**src/common/axi_wb_pkg.sv**
```systemverilog
//////////////////////////////////////////////////////////////////////
// Shared widths, types and state encodings for the AXI4 slave to
// pipelined Wishbone bridge. Every RTL module and the testbench pull
// these in with a wildcard import of axi_wb_pkg.
//////////////////////////////////////////////////////////////////////
`default_nettype none

package axi_wb_pkg;

	//////////////////////////////////////////////////////////////////////
	// Widths
	//////////////////////////////////////////////////////////////////////
	localparam int AXI_ID_W = 4;
	localparam int AXI_ADDR_W = 28;
	// Word address, byte lane bits dropped
	localparam int WB_AW = AXI_ADDR_W - 2;
	localparam int DW = 32;
	// Read beat queue depth is 2**LGFIFO
	localparam int LGFIFO = 4;

	//////////////////////////////////////////////////////////////////////
	// Vector types
	//////////////////////////////////////////////////////////////////////
	typedef logic [AXI_ID_W-1:0] axi_id_t;
	typedef logic [AXI_ADDR_W-1:0] axi_addr_t;
	typedef logic [WB_AW-1:0] wb_addr_t;
	typedef logic [DW-1:0] bus_data_t;
	typedef logic [DW/8-1:0] bus_sel_t;
	typedef logic [7:0] burst_len_t;
	typedef logic [LGFIFO-1:0] fifo_ptr_t;
	typedef logic [1:0] axi_resp_t;

	// Error bit copied into both resp bits
	localparam axi_resp_t RESP_OKAY = 2'b00;
	localparam axi_resp_t RESP_ERR = 2'b11;

	//////////////////////////////////////////////////////////////////////
	// AXI channel payloads
	//////////////////////////////////////////////////////////////////////
	// Address request, incr clear means FIXED
	typedef struct packed {
		axi_id_t id;
		axi_addr_t addr;
		burst_len_t len;
		logic incr;
	} axi_ar_t;

	typedef struct packed {
		axi_id_t id;
		axi_addr_t addr;
		burst_len_t len;
		logic incr;
	} axi_aw_t;

	typedef struct packed {
		bus_data_t data;
		bus_sel_t strb;
		logic last;
	} axi_w_t;

	typedef struct packed {
		axi_id_t id;
		bus_data_t data;
		axi_resp_t resp;
		logic last;
	} axi_r_t;

	typedef struct packed {
		axi_id_t id;
		axi_resp_t resp;
	} axi_b_t;

	//////////////////////////////////////////////////////////////////////
	// Wishbone request and reply
	//////////////////////////////////////////////////////////////////////
	typedef struct packed {
		logic cyc;
		logic stb;
		logic we;
		wb_addr_t addr;
		bus_data_t data;
		bus_sel_t sel;
	} wb_req_t;

	typedef struct packed {
		logic ack;
		logic stall;
		logic err;
		bus_data_t data;
	} wb_rsp_t;

	// Write burst FSM
	typedef enum logic [1:0] {
		WR_IDLE,
		WR_ISSUE,
		WR_WAIT,
		WR_RESP
	} wr_state_t;

	// Bus owner
	typedef enum logic [1:0] {
		ARB_IDLE,
		ARB_RD,
		ARB_WR
	} arb_state_t;

endpackage

`default_nettype wire

```
**src/axim2wb/axi_rd_bridge.sv**
```systemverilog
//////////////////////////////////////////////////////////////////////
// AXI4 read channels to pipelined Wishbone reads. Bursts are split
// into one queue entry per beat and walked by four pointers, so
// several bursts can be in flight and R beats return in order.
//////////////////////////////////////////////////////////////////////
`default_nettype none

module axi_rd_bridge
	import axi_wb_pkg::*;
(
	input wire i_axi_clk,
	input wire i_axi_reset_n,
	// AR channel
	input wire axi_ar_t i_ar,
	input wire i_arvalid,
	output logic o_arready,
	// R channel
	output axi_r_t o_r,
	output logic o_rvalid,
	input wire i_rready,
	// Wishbone master side
	output wb_req_t o_wb,
	input wire wb_rsp_t i_wb
);

	// Per beat entries
	typedef struct packed {
		axi_id_t id;
		logic last;
		wb_addr_t addr;
	} rd_addr_ent_t;

	typedef struct packed {
		logic err;
		bus_data_t data;
	} rd_data_ent_t;

	logic w_reset;
	assign w_reset = !i_axi_reset_n;

	rd_addr_ent_t afifo [0:(1<<LGFIFO)-1];
	rd_data_ent_t dfifo [0:(1<<LGFIFO)-1];

	// head fills, neck issues, torso stores returns, tail retires
	fifo_ptr_t fifo_head, fifo_neck, fifo_torso, fifo_tail;
	fifo_ptr_t next_head, next_neck, next_torso, next_tail;
	fifo_ptr_t neck_after;
	logic fifo_full;

	// Burst expansion state
	logic filling, fill_incr, fill_write;
	burst_len_t fill_len;
	wb_addr_t fill_addr;
	axi_id_t fill_id;

	logic wb_cyc, err_state;
	logic wb_issue, wb_return;
	logic r_load;

	assign next_head = fifo_head + 1'b1;
	assign next_neck = fifo_neck + 1'b1;
	assign next_torso = fifo_torso + 1'b1;
	assign next_tail = fifo_tail + 1'b1;

	// One slot kept empty to tell full from empty
	assign fifo_full = (next_head == fifo_tail);
	assign fill_write = filling && !fifo_full;
	assign o_arready = !filling && !fifo_full;

	//////////////////////////////////////////////////////////////////////
	// Burst to beat expansion
	//////////////////////////////////////////////////////////////////////
	always_ff @(posedge i_axi_clk)
	begin
		if (o_arready && i_arvalid)
		begin
			// Word address, byte lanes ignored
			fill_addr <= i_ar.addr[AXI_ADDR_W-1:AXI_ADDR_W-WB_AW];
			fill_id <= i_ar.id;
			fill_incr <= i_ar.incr;
			fill_len <= i_ar.len;
		end else if (fill_write)
		begin
			// FIXED bursts keep the address
			fill_addr <= fill_addr + wb_addr_t'(fill_incr);
			fill_len <= fill_len - 1'b1;
		end
	end

	always_ff @(posedge i_axi_clk)
	begin
		if (w_reset)
		begin
			filling <= 1'b0;
			fifo_head <= '0;
		end else if (o_arready && i_arvalid)
			filling <= 1'b1;
		else if (fill_write)
		begin
			fifo_head <= next_head;
			// Remaining count hits zero on the last beat
			if (fill_len == '0)
				filling <= 1'b0;
		end
	end

	always_ff @(posedge i_axi_clk)
		if (fill_write)
			afifo[fifo_head] <= '{id: fill_id, last: (fill_len == '0), addr: fill_addr};

	//////////////////////////////////////////////////////////////////////
	// Wishbone issue and return
	//////////////////////////////////////////////////////////////////////
	assign o_wb.cyc = wb_cyc;
	assign o_wb.stb = wb_cyc && (fifo_neck != fifo_head);
	assign o_wb.we = 1'b0;
	assign o_wb.addr = afifo[fifo_neck].addr;
	assign o_wb.data = '0;
	assign o_wb.sel = '1;

	assign wb_issue = o_wb.stb && !i_wb.stall;
	assign wb_return = wb_cyc && (i_wb.ack || i_wb.err);
	assign neck_after = wb_issue ? next_neck : fifo_neck;

	always_ff @(posedge i_axi_clk)
	begin
		if (w_reset)
		begin
			wb_cyc <= 1'b0;
			err_state <= 1'b0;
			fifo_neck <= '0;
			fifo_torso <= '0;
		end else
		begin
			if (wb_issue)
				fifo_neck <= next_neck;

			if (err_state)
			begin
				// Mark each aborted beat as an error
				fifo_torso <= next_torso;
				if (next_torso == fifo_neck)
					err_state <= 1'b0;
			end else if (wb_cyc)
			begin
				if (wb_return)
					fifo_torso <= next_torso;
				if (i_wb.err)
				begin
					// Abort, beats still in flight get flagged
					wb_cyc <= 1'b0;
					err_state <= (next_torso != neck_after);
				end else if (!o_wb.stb
					&& ((wb_return ? next_torso : fifo_torso) == fifo_neck))
					wb_cyc <= 1'b0;
			end else if (fifo_neck != fifo_head)
				wb_cyc <= 1'b1;
		end
	end

	// Data lands on the ack edge
	always_ff @(posedge i_axi_clk)
		if (err_state || wb_return)
			dfifo[fifo_torso] <= '{err: err_state || i_wb.err, data: i_wb.data};

	//////////////////////////////////////////////////////////////////////
	// R beat output register
	//////////////////////////////////////////////////////////////////////
	assign r_load = (fifo_tail != fifo_torso) && (!o_rvalid || i_rready);

	always_ff @(posedge i_axi_clk)
	begin
		if (w_reset)
		begin
			fifo_tail <= '0;
			o_rvalid <= 1'b0;
		end else if (r_load)
		begin
			fifo_tail <= next_tail;
			o_rvalid <= 1'b1;
		end else if (i_rready)
			o_rvalid <= 1'b0;
	end

	always_ff @(posedge i_axi_clk)
		if (r_load)
			o_r <= '{id: afifo[fifo_tail].id,
				data: dfifo[fifo_tail].data,
				resp: dfifo[fifo_tail].err ? RESP_ERR : RESP_OKAY,
				last: afifo[fifo_tail].last};

	// Pointer order tail, torso, neck, head holds, so head never laps tail
	assert property (@(posedge i_axi_clk) disable iff (w_reset)
		(fifo_ptr_t'(fifo_torso - fifo_tail) <= fifo_ptr_t'(fifo_neck - fifo_tail))
		&& (fifo_ptr_t'(fifo_neck - fifo_tail) <= fifo_ptr_t'(fifo_head - fifo_tail)));

	// Stalled R beat stays put
	assert property (@(posedge i_axi_clk) disable iff (w_reset)
		o_rvalid && !i_rready |=> o_rvalid && $stable(o_r));

endmodule

`default_nettype wire

```
**src/axim2wb/axi_wr_bridge.sv**
```systemverilog
//////////////////////////////////////////////////////////////////////
// AXI4 write channels to pipelined Wishbone writes. One burst at a
// time; each W beat goes out as a Wishbone write in the same cycle
// and a single B response follows the last ack.
//////////////////////////////////////////////////////////////////////
`default_nettype none

module axi_wr_bridge
	import axi_wb_pkg::*;
(
	input wire i_axi_clk,
	input wire i_axi_reset_n,
	// AW channel
	input wire axi_aw_t i_aw,
	input wire i_awvalid,
	output logic o_awready,
	// W channel
	input wire axi_w_t i_w,
	input wire i_wvalid,
	output logic o_wready,
	// B channel
	output axi_b_t o_b,
	output logic o_bvalid,
	input wire i_bready,
	// Wishbone master side
	output wb_req_t o_wb,
	input wire wb_rsp_t i_wb
);

	logic w_reset;
	assign w_reset = !i_axi_reset_n;

	wr_state_t state;

	// Latched burst
	wb_addr_t wr_addr;
	logic wr_incr;
	burst_len_t wr_len;
	axi_id_t b_id;

	// Up to 256 beats, hence nine bits
	logic [8:0] beat_cnt, resp_cnt, resp_cnt_nxt;
	logic wb_cyc, wr_err;
	logic beat_take, wb_return;

	//////////////////////////////////////////////////////////////////////
	// W beat straight onto the bus
	//////////////////////////////////////////////////////////////////////
	assign o_wb.cyc = wb_cyc;
	assign o_wb.stb = (state == WR_ISSUE) && i_wvalid;
	assign o_wb.we = 1'b1;
	assign o_wb.addr = wr_addr;
	assign o_wb.data = i_w.data;
	assign o_wb.sel = i_w.strb;

	// Beat accepted when the bus takes the strobe
	assign o_wready = o_wb.stb && !i_wb.stall;
	assign beat_take = o_wready;

	assign wb_return = wb_cyc && (i_wb.ack || i_wb.err);
	assign resp_cnt_nxt = resp_cnt + {8'd0, wb_return};

	assign o_b = '{id: b_id, resp: wr_err ? RESP_ERR : RESP_OKAY};

	always_ff @(posedge i_axi_clk)
	begin
		if (o_awready && i_awvalid)
		begin
			wr_addr <= i_aw.addr[AXI_ADDR_W-1:AXI_ADDR_W-WB_AW];
			wr_incr <= i_aw.incr;
			wr_len <= i_aw.len;
			b_id <= i_aw.id;
		end else if (beat_take)
			wr_addr <= wr_addr + wb_addr_t'(wr_incr);
	end

	//////////////////////////////////////////////////////////////////////
	// Burst FSM
	//////////////////////////////////////////////////////////////////////
	always_ff @(posedge i_axi_clk)
	begin
		if (w_reset)
		begin
			state <= WR_IDLE;
			o_awready <= 1'b0;
			o_bvalid <= 1'b0;
			wb_cyc <= 1'b0;
			wr_err <= 1'b0;
			beat_cnt <= '0;
			resp_cnt <= '0;
		end else
		begin
			// Acks and errs counted in ISSUE and WAIT alike
			if (wb_return)
				resp_cnt <= resp_cnt_nxt;
			// Sticky until the next AW
			if (wb_return && i_wb.err)
				wr_err <= 1'b1;

			case (state)
			WR_IDLE:
				if (o_awready && i_awvalid)
				begin
					state <= WR_ISSUE;
					o_awready <= 1'b0;
					// Ask for the bus right away
					wb_cyc <= 1'b1;
					wr_err <= 1'b0;
					beat_cnt <= '0;
					resp_cnt <= '0;
				end else
					o_awready <= 1'b1;
			WR_ISSUE:
				if (beat_take)
				begin
					beat_cnt <= beat_cnt + 1'b1;
					if (i_w.last)
						state <= WR_WAIT;
				end
			WR_WAIT:
				// Hold cyc until every strobe is answered
				if (resp_cnt_nxt == beat_cnt)
				begin
					wb_cyc <= 1'b0;
					o_bvalid <= 1'b1;
					state <= WR_RESP;
				end
			WR_RESP:
				if (i_bready)
				begin
					o_bvalid <= 1'b0;
					o_awready <= 1'b1;
					state <= WR_IDLE;
				end
			default:
				state <= WR_IDLE;
			endcase
		end
	end

	// Master's wlast agrees with the AW len
	assert property (@(posedge i_axi_clk) disable iff (w_reset)
		beat_take |-> (i_w.last == (beat_cnt == {1'b0, wr_len})));

	// Strobes only in ISSUE and never past the burst length
	assert property (@(posedge i_axi_clk) disable iff (w_reset)
		o_wb.stb |-> (state == WR_ISSUE) && (beat_cnt <= {1'b0, wr_len}));

endmodule

`default_nettype wire

```
**src/verilog/wb_arbiter.sv**
```systemverilog
//////////////////////////////////////////////////////////////////////
// Two master Wishbone arbiter. Grants the bus to the read or write
// bridge for a whole cycle and steers the slave reply to the owner;
// the other master sees a stalled, silent bus.
//////////////////////////////////////////////////////////////////////
`default_nettype none

module wb_arbiter
	import axi_wb_pkg::*;
(
	input wire i_axi_clk,
	input wire i_axi_reset_n,
	input wire wb_req_t i_rd_req,
	input wire wb_req_t i_wr_req,
	input wire wb_rsp_t i_bus_rsp,
	output wb_rsp_t o_rd_rsp,
	output wb_rsp_t o_wr_rsp,
	output wb_req_t o_bus_req
);

	logic w_reset;
	assign w_reset = !i_axi_reset_n;

	arb_state_t state;
	// Set when the write bridge owned the last cycle
	logic last_wr;
	wb_rsp_t idle_rsp;

	// Reply seen by a master without the grant
	assign idle_rsp = '{ack: 1'b0, stall: 1'b1, err: 1'b0, data: i_bus_rsp.data};

	always_ff @(posedge i_axi_clk)
	begin
		if (w_reset)
		begin
			state <= ARB_IDLE;
			last_wr <= 1'b0;
		end else
			case (state)
			ARB_IDLE:
				// Both asking, the other side goes first
				if (i_rd_req.cyc && (!i_wr_req.cyc || last_wr))
				begin
					state <= ARB_RD;
					last_wr <= 1'b0;
				end else if (i_wr_req.cyc)
				begin
					state <= ARB_WR;
					last_wr <= 1'b1;
				end
			ARB_RD:
				if (!i_rd_req.cyc)
					state <= ARB_IDLE;
			ARB_WR:
				if (!i_wr_req.cyc)
					state <= ARB_IDLE;
			default:
				state <= ARB_IDLE;
			endcase
	end

	// Owner's request straight to the bus
	always_comb
	begin
		o_bus_req = '0;
		o_rd_rsp = idle_rsp;
		o_wr_rsp = idle_rsp;
		case (state)
		ARB_RD:
		begin
			o_bus_req = i_rd_req;
			o_rd_rsp = i_bus_rsp;
		end
		ARB_WR:
		begin
			o_bus_req = i_wr_req;
			o_wr_rsp = i_bus_rsp;
		end
		default:
			o_bus_req = '0;
		endcase
	end

	// Bus strobe only inside a granted, open cycle
	assert property (@(posedge i_axi_clk) disable iff (w_reset)
		o_bus_req.stb |-> o_bus_req.cyc && (state != ARB_IDLE));

endmodule

`default_nettype wire

```
**src/axim2wb/axi_wb_bridge_top.sv**
```systemverilog
//////////////////////////////////////////////////////////////////////
// AXI4 slave to pipelined Wishbone master bridge, top level. Read
// and write bridges run side by side and share one Wishbone bus
// through the arbiter.
//////////////////////////////////////////////////////////////////////
`default_nettype none

module axi_wb_bridge_top
	import axi_wb_pkg::*;
(
	input wire i_axi_clk,
	input wire i_axi_reset_n,
	// Read channels
	input wire axi_ar_t i_ar,
	input wire i_arvalid,
	output logic o_arready,
	output axi_r_t o_r,
	output logic o_rvalid,
	input wire i_rready,
	// Write channels
	input wire axi_aw_t i_aw,
	input wire i_awvalid,
	output logic o_awready,
	input wire axi_w_t i_w,
	input wire i_wvalid,
	output logic o_wready,
	output axi_b_t o_b,
	output logic o_bvalid,
	input wire i_bready,
	// Wishbone bus
	output wb_req_t o_wb,
	input wire wb_rsp_t i_wb
);

	// Bridge to arbiter links
	wb_req_t rd_req, wr_req;
	wb_rsp_t rd_rsp, wr_rsp;

	axi_rd_bridge rd0 (.i_axi_clk, .i_axi_reset_n, .i_ar, .i_arvalid, .o_arready,
		.o_r, .o_rvalid, .i_rready, .o_wb(rd_req), .i_wb(rd_rsp));

	axi_wr_bridge wr0 (.i_axi_clk, .i_axi_reset_n, .i_aw, .i_awvalid, .o_awready,
		.i_w, .i_wvalid, .o_wready, .o_b, .o_bvalid, .i_bready,
		.o_wb(wr_req), .i_wb(wr_rsp));

	wb_arbiter arb0 (.i_axi_clk, .i_axi_reset_n, .i_rd_req(rd_req), .i_wr_req(wr_req),
		.i_bus_rsp(i_wb), .o_rd_rsp(rd_rsp), .o_wr_rsp(wr_rsp), .o_bus_req(o_wb));

endmodule

`default_nettype wire

```
**config.mk**
```make
export PLATFORM = sky130hd
export DESIGN_NAME = axi_wb_bridge_top
export DESIGN_NICKNAME = d
export VERILOG_FILES = /design/src/common/axi_wb_pkg.sv /design/src/axim2wb/axi_rd_bridge.sv /design/src/axim2wb/axi_wr_bridge.sv /design/src/verilog/wb_arbiter.sv /design/src/axim2wb/axi_wb_bridge_top.sv
export SDC_FILE = /design/constraint.sdc
export NUM_CORES = 1
export LEC_CHECK = 0
export ABC_AREA = 1
export BUFFER_PORTS_ARGS = -buffer_cell sky130_fd_sc_hd__buf_4
export CAP_MARGIN = 40
export CORE_MARGIN = 2
export CORE_UTILIZATION = 40
export CTS_CLUSTER_SIZE = 12
export DETAILED_ROUTE_END_ITERATION = 10
export GPL_TIMING_DRIVEN = 0
export HOLD_SLACK_MARGIN = 0.03
export PLACE_DENSITY = 0.63
export SETUP_SLACK_MARGIN = 0.15
export SLEW_MARGIN = 20
export SYNTH_ARGS = -nofsm -noshare
export SYNTH_HDL_FRONTEND = slang
export SYNTH_SLANG_ARGS = --single-unit
export TNS_END_PERCENT = 20
```
**constraint.sdc**
```tcl
create_clock -name i_axi_clk -period 4.04 [get_ports i_axi_clk]
set_input_delay 1.212 -clock i_axi_clk [delete_from_list [all_inputs] [get_ports i_axi_clk]]
set_output_delay 1.212 -clock i_axi_clk [all_outputs]
set_load 0.02 [all_outputs]
```
==> impl_metrics.ini <==
[sta]
skew_ns = 0.0188
grt_setup_unrepaired = yes
hold-worst-slack_ns = 0.473
relSlewSlack = 0.415
finalHoldViolations = 0
setup_viol = 1
slew_violations = 0
setup_slack_ns = -0.0170
worst_pin_slew_ns = 0.877
period_needed_ns = 4.06
max_freq_ghz = 0.246
final.period_utilization = 1.00

[floorplan]
die_area_sq_mm = 0.125
die_w_um = 354
rows = 128
io_pins = 276
core_area_sq_mm = 0.122
die_h_um = 354
initial_core_util = 0.402

[global_route]
grt_use_total = 0.228
grt_overflow = 0
first_global_vias = 32163
antenna_found_initial = 9
grt_max_degree = 34
grt_first_pass_wirelength_mm = 211

[yosys]
synth_cells = 3882
synth_async_sr_flop_share = 0
synth_edf_count = 1132
synth_cell_type_count = 51
synthFlopType = edfxtp_1
yosysWarnings = 0
yosys_register_bits = 1183
syn_area_sq_mm = 0.0490
syn-num-nets = 4070
synth_seq_area_share = 0.715
syn_avg_cell_area_sq_um = 12.6

[route]
ant_nets = 0
routedWlPerCell_um = 24.3
dr.pass1.iters = 6
drt_iter0_drc = 3757
route.detailed.drc = 0
via_count = 33585
drt-total-wl_mm = 148
detail_route.vias_per_cell = 5.52

[clocking]
cts_buffers = 121
cts_hold_buf = 0
htreeDepth = 3
cts_tree = built
clk_latency_ns = 0.75
clockBufferDepth = 3
clock-sinks = 1183
cts_root_buffer = clkbuf_16
path_clk_slew_ns = 0.06

[critical_path]
start_kind = register
crit_type = reg2out
crit_arrival_ns = 2.85
critPathRequiredTime_ns = 2.83
crit_buf_inv = 5
end_kind = primary output
path_max_fanout = 7
path_cells = buf_8, buf_12, clkbuf_16, clkbuf_16, nor2_1, o22ai_2, nor2_1, o22ai_4, nand2_1, a21oi_2, buf_6
cp_top_family = buffers and inverters
critical_path.max_stage_delay_ns = 0.46
slowest_stage = dfxtp_4

[power_and_ir_drop]
peakVddDrop_mv = 0.651
power_density_mw_per_mm2 = 598
finalPower_mw = 35.9
cellLeakagePower_nw = 20.9

[cells_and_area]
instances_no_fill = 6081
syn_to_final_growth_pct = 22.4
nets = 4542
final_cell_area_sq_mm = 0.0600
drive_gt1_frac = 0.188

[place]
dp.cells = 5836
gp_congestion = 0.886
io_buffers = 262
hpwl_mm = 100
placed_cell_area_sq_mm = 0.0548

[flow_run]
drv_cap = 0

[min_path]
hp-class = reg2reg

[run_status]
status = finished with violations
violations = negative setup slack
## registers in the layout (all words and copies together) (netlist names), 8 cells and up, named ones only
signal and flops:
rd0.o_r 38, rd0.fill_addr 26, rd0.afifo 496, rd0.dfifo 528, wr0.beat_cnt 9, wr0.resp_cnt 9
wr0.wr_addr 26, rd0.fill_len 8
## layer usage
| layer | GRT usage | vias up | wire length, um |
|---|---|---|---|
| met4 | 0.0824 | 6 | 5330 |
| met2 | 0.363 | 1752 | 68500 |
| li1 | - | 15077 | - |
| met3 | 0.0511 | 325 | 14600 |
| met1 | 0.308 | 16425 | 59100 |
| met5 | 0 | - | 30 |
## through the flow
stage | setup TNS, ns | setup slack [ns] | util
after floorplan | 0 | 0.481 | -
after global placement | -1435.03 | -1.75 | 0.435
after detailed placement | -0.677 | -0.154 | 0.450
after CTS | 0 | 0.00954 | 0.486
after global routing | -0.334 | -0.0598 | 0.493
final | -0.0170 | -0.0170 | 0.493
## tightest hold or removal path: cells and delay by family (launching register included)
kind	cells	cell delay (ns)
flip-flops	1	0.31
AND/OR/NAND/NOR	1	0.06
AO/OA/AOI/OAI	1	0.05
## final cells by class
cell class,count,area [sq um]
Antenna cell,7,17.5
Fill cell,10457,61700
Buffer,232,1550
Timing Repair Buffer,349,3880
Sequential cell,1183,35000
Tap cell,1625,2030
Inverter,282,1070
Clock buffer,174,3290
Clock inverter,44,282
Multi-Input combinational cell,2185,12800
## path summary, 6_finish.rpt
| check | slack, ns | start | depth (start not counted) | endpoint |
|---|---|---|---|---|
| max | -0.02 | rd0.fifo_neck[0]$_SDFF_PN0_ | 11 | o_wb[52] |
| min | 0.47 | wr0.o_bvalid$_SDFFE_PN0P_ | 2 | wr0.o_bvalid$_SDFFE_PN0P_ |
| max reg2reg | 0.63 | arb0.state[0]$_SDFFE_PN0P_ | 20 | wr0.state[1]$_SDFFE_PN0P_ |
| min reg2reg | 0.47 | wr0.o_bvalid$_SDFFE_PN0P_ | 2 | wr0.o_bvalid$_SDFFE_PN0P_ |
## placed cells by master, fill, tap and decap left out, drive strengths merged, types with 2 or more instances in the layout
cell type	synthesis	routed
nand4	13	13
nand2	401	401
o221ai	31	31
nor3	12	12
nor3b	6	6
and3	2	2
mux2i	132	132
clkinvlp	0	4
xnor2	30	30
diode	0	7
a211oi	2	2
o31ai	4	4
o21ai	526	526
a31oi	5	5
o22ai	115	115
xor2	38	38
nor2	392	392
clkbuf	146	314
ha	27	27
buf	86	441
nor4	2	2
inv	281	287
clkinv	1	34
o211ai	139	139
dfxtp	51	51
or2	4	4
a21oi	198	198
nand3	99	99
edfxtp	1132	1132
nor4b	2	2
## power by group
| group | switching, mW | internal, mW | total [mW] |
|---|---|---|---|
| Combinational | 6.07 | 2.95 | 9.02 |
| Sequential | 1.19 | 15.3 | 16.5 |
| Clock | 4.67 | 5.69 | 10.4 |
| Total | 11.9 | 24.0 | 35.9 |
## logic make-up after synthesis
group,Yosys count,share of synthesized area
AOI/OAI and AO/OA,1023,0.118
buffers and inverters,514,0.0421
DFF,1183,0.715
adders and majority gates,27,0.00690
muxes,132,0.0270
xor gates and xnor gates,68,0.0122
and+or+nand+nor,935,0.0796
## synthesized netlist by cell type (all sizes together), types with 4 or more instances
cell type,count,area [sq um]
edfxtp,1132,34000
o221ai,31,272
o22ai,115,719
nor2,392,1520
or2,4,27.5
dfxtp,51,1020
nor3b,6,50.1
o31ai,4,30.0
nand4,13,93.8
o21ai,526,2640
nor3,12,65.1
nand2,401,1530
buf,86,453
inv,281,1060
mux2i,132,1320
a21oi,198,991
xnor2,30,263
xor2,38,333
o211ai,139,1040
clkbuf,146,548
nand3,99,553
a31oi,5,31.3
ha,27,338
## timing repair
action                                  in CTS  in global routing
endpoints found under the setup margin      32                 37
gates resized for setup                    269                157
buffers inserted                             2                  4
pin swaps                                   46                 75
cloned                                       2                  7
No activity file was read; power rests on OpenSTA's default activity.
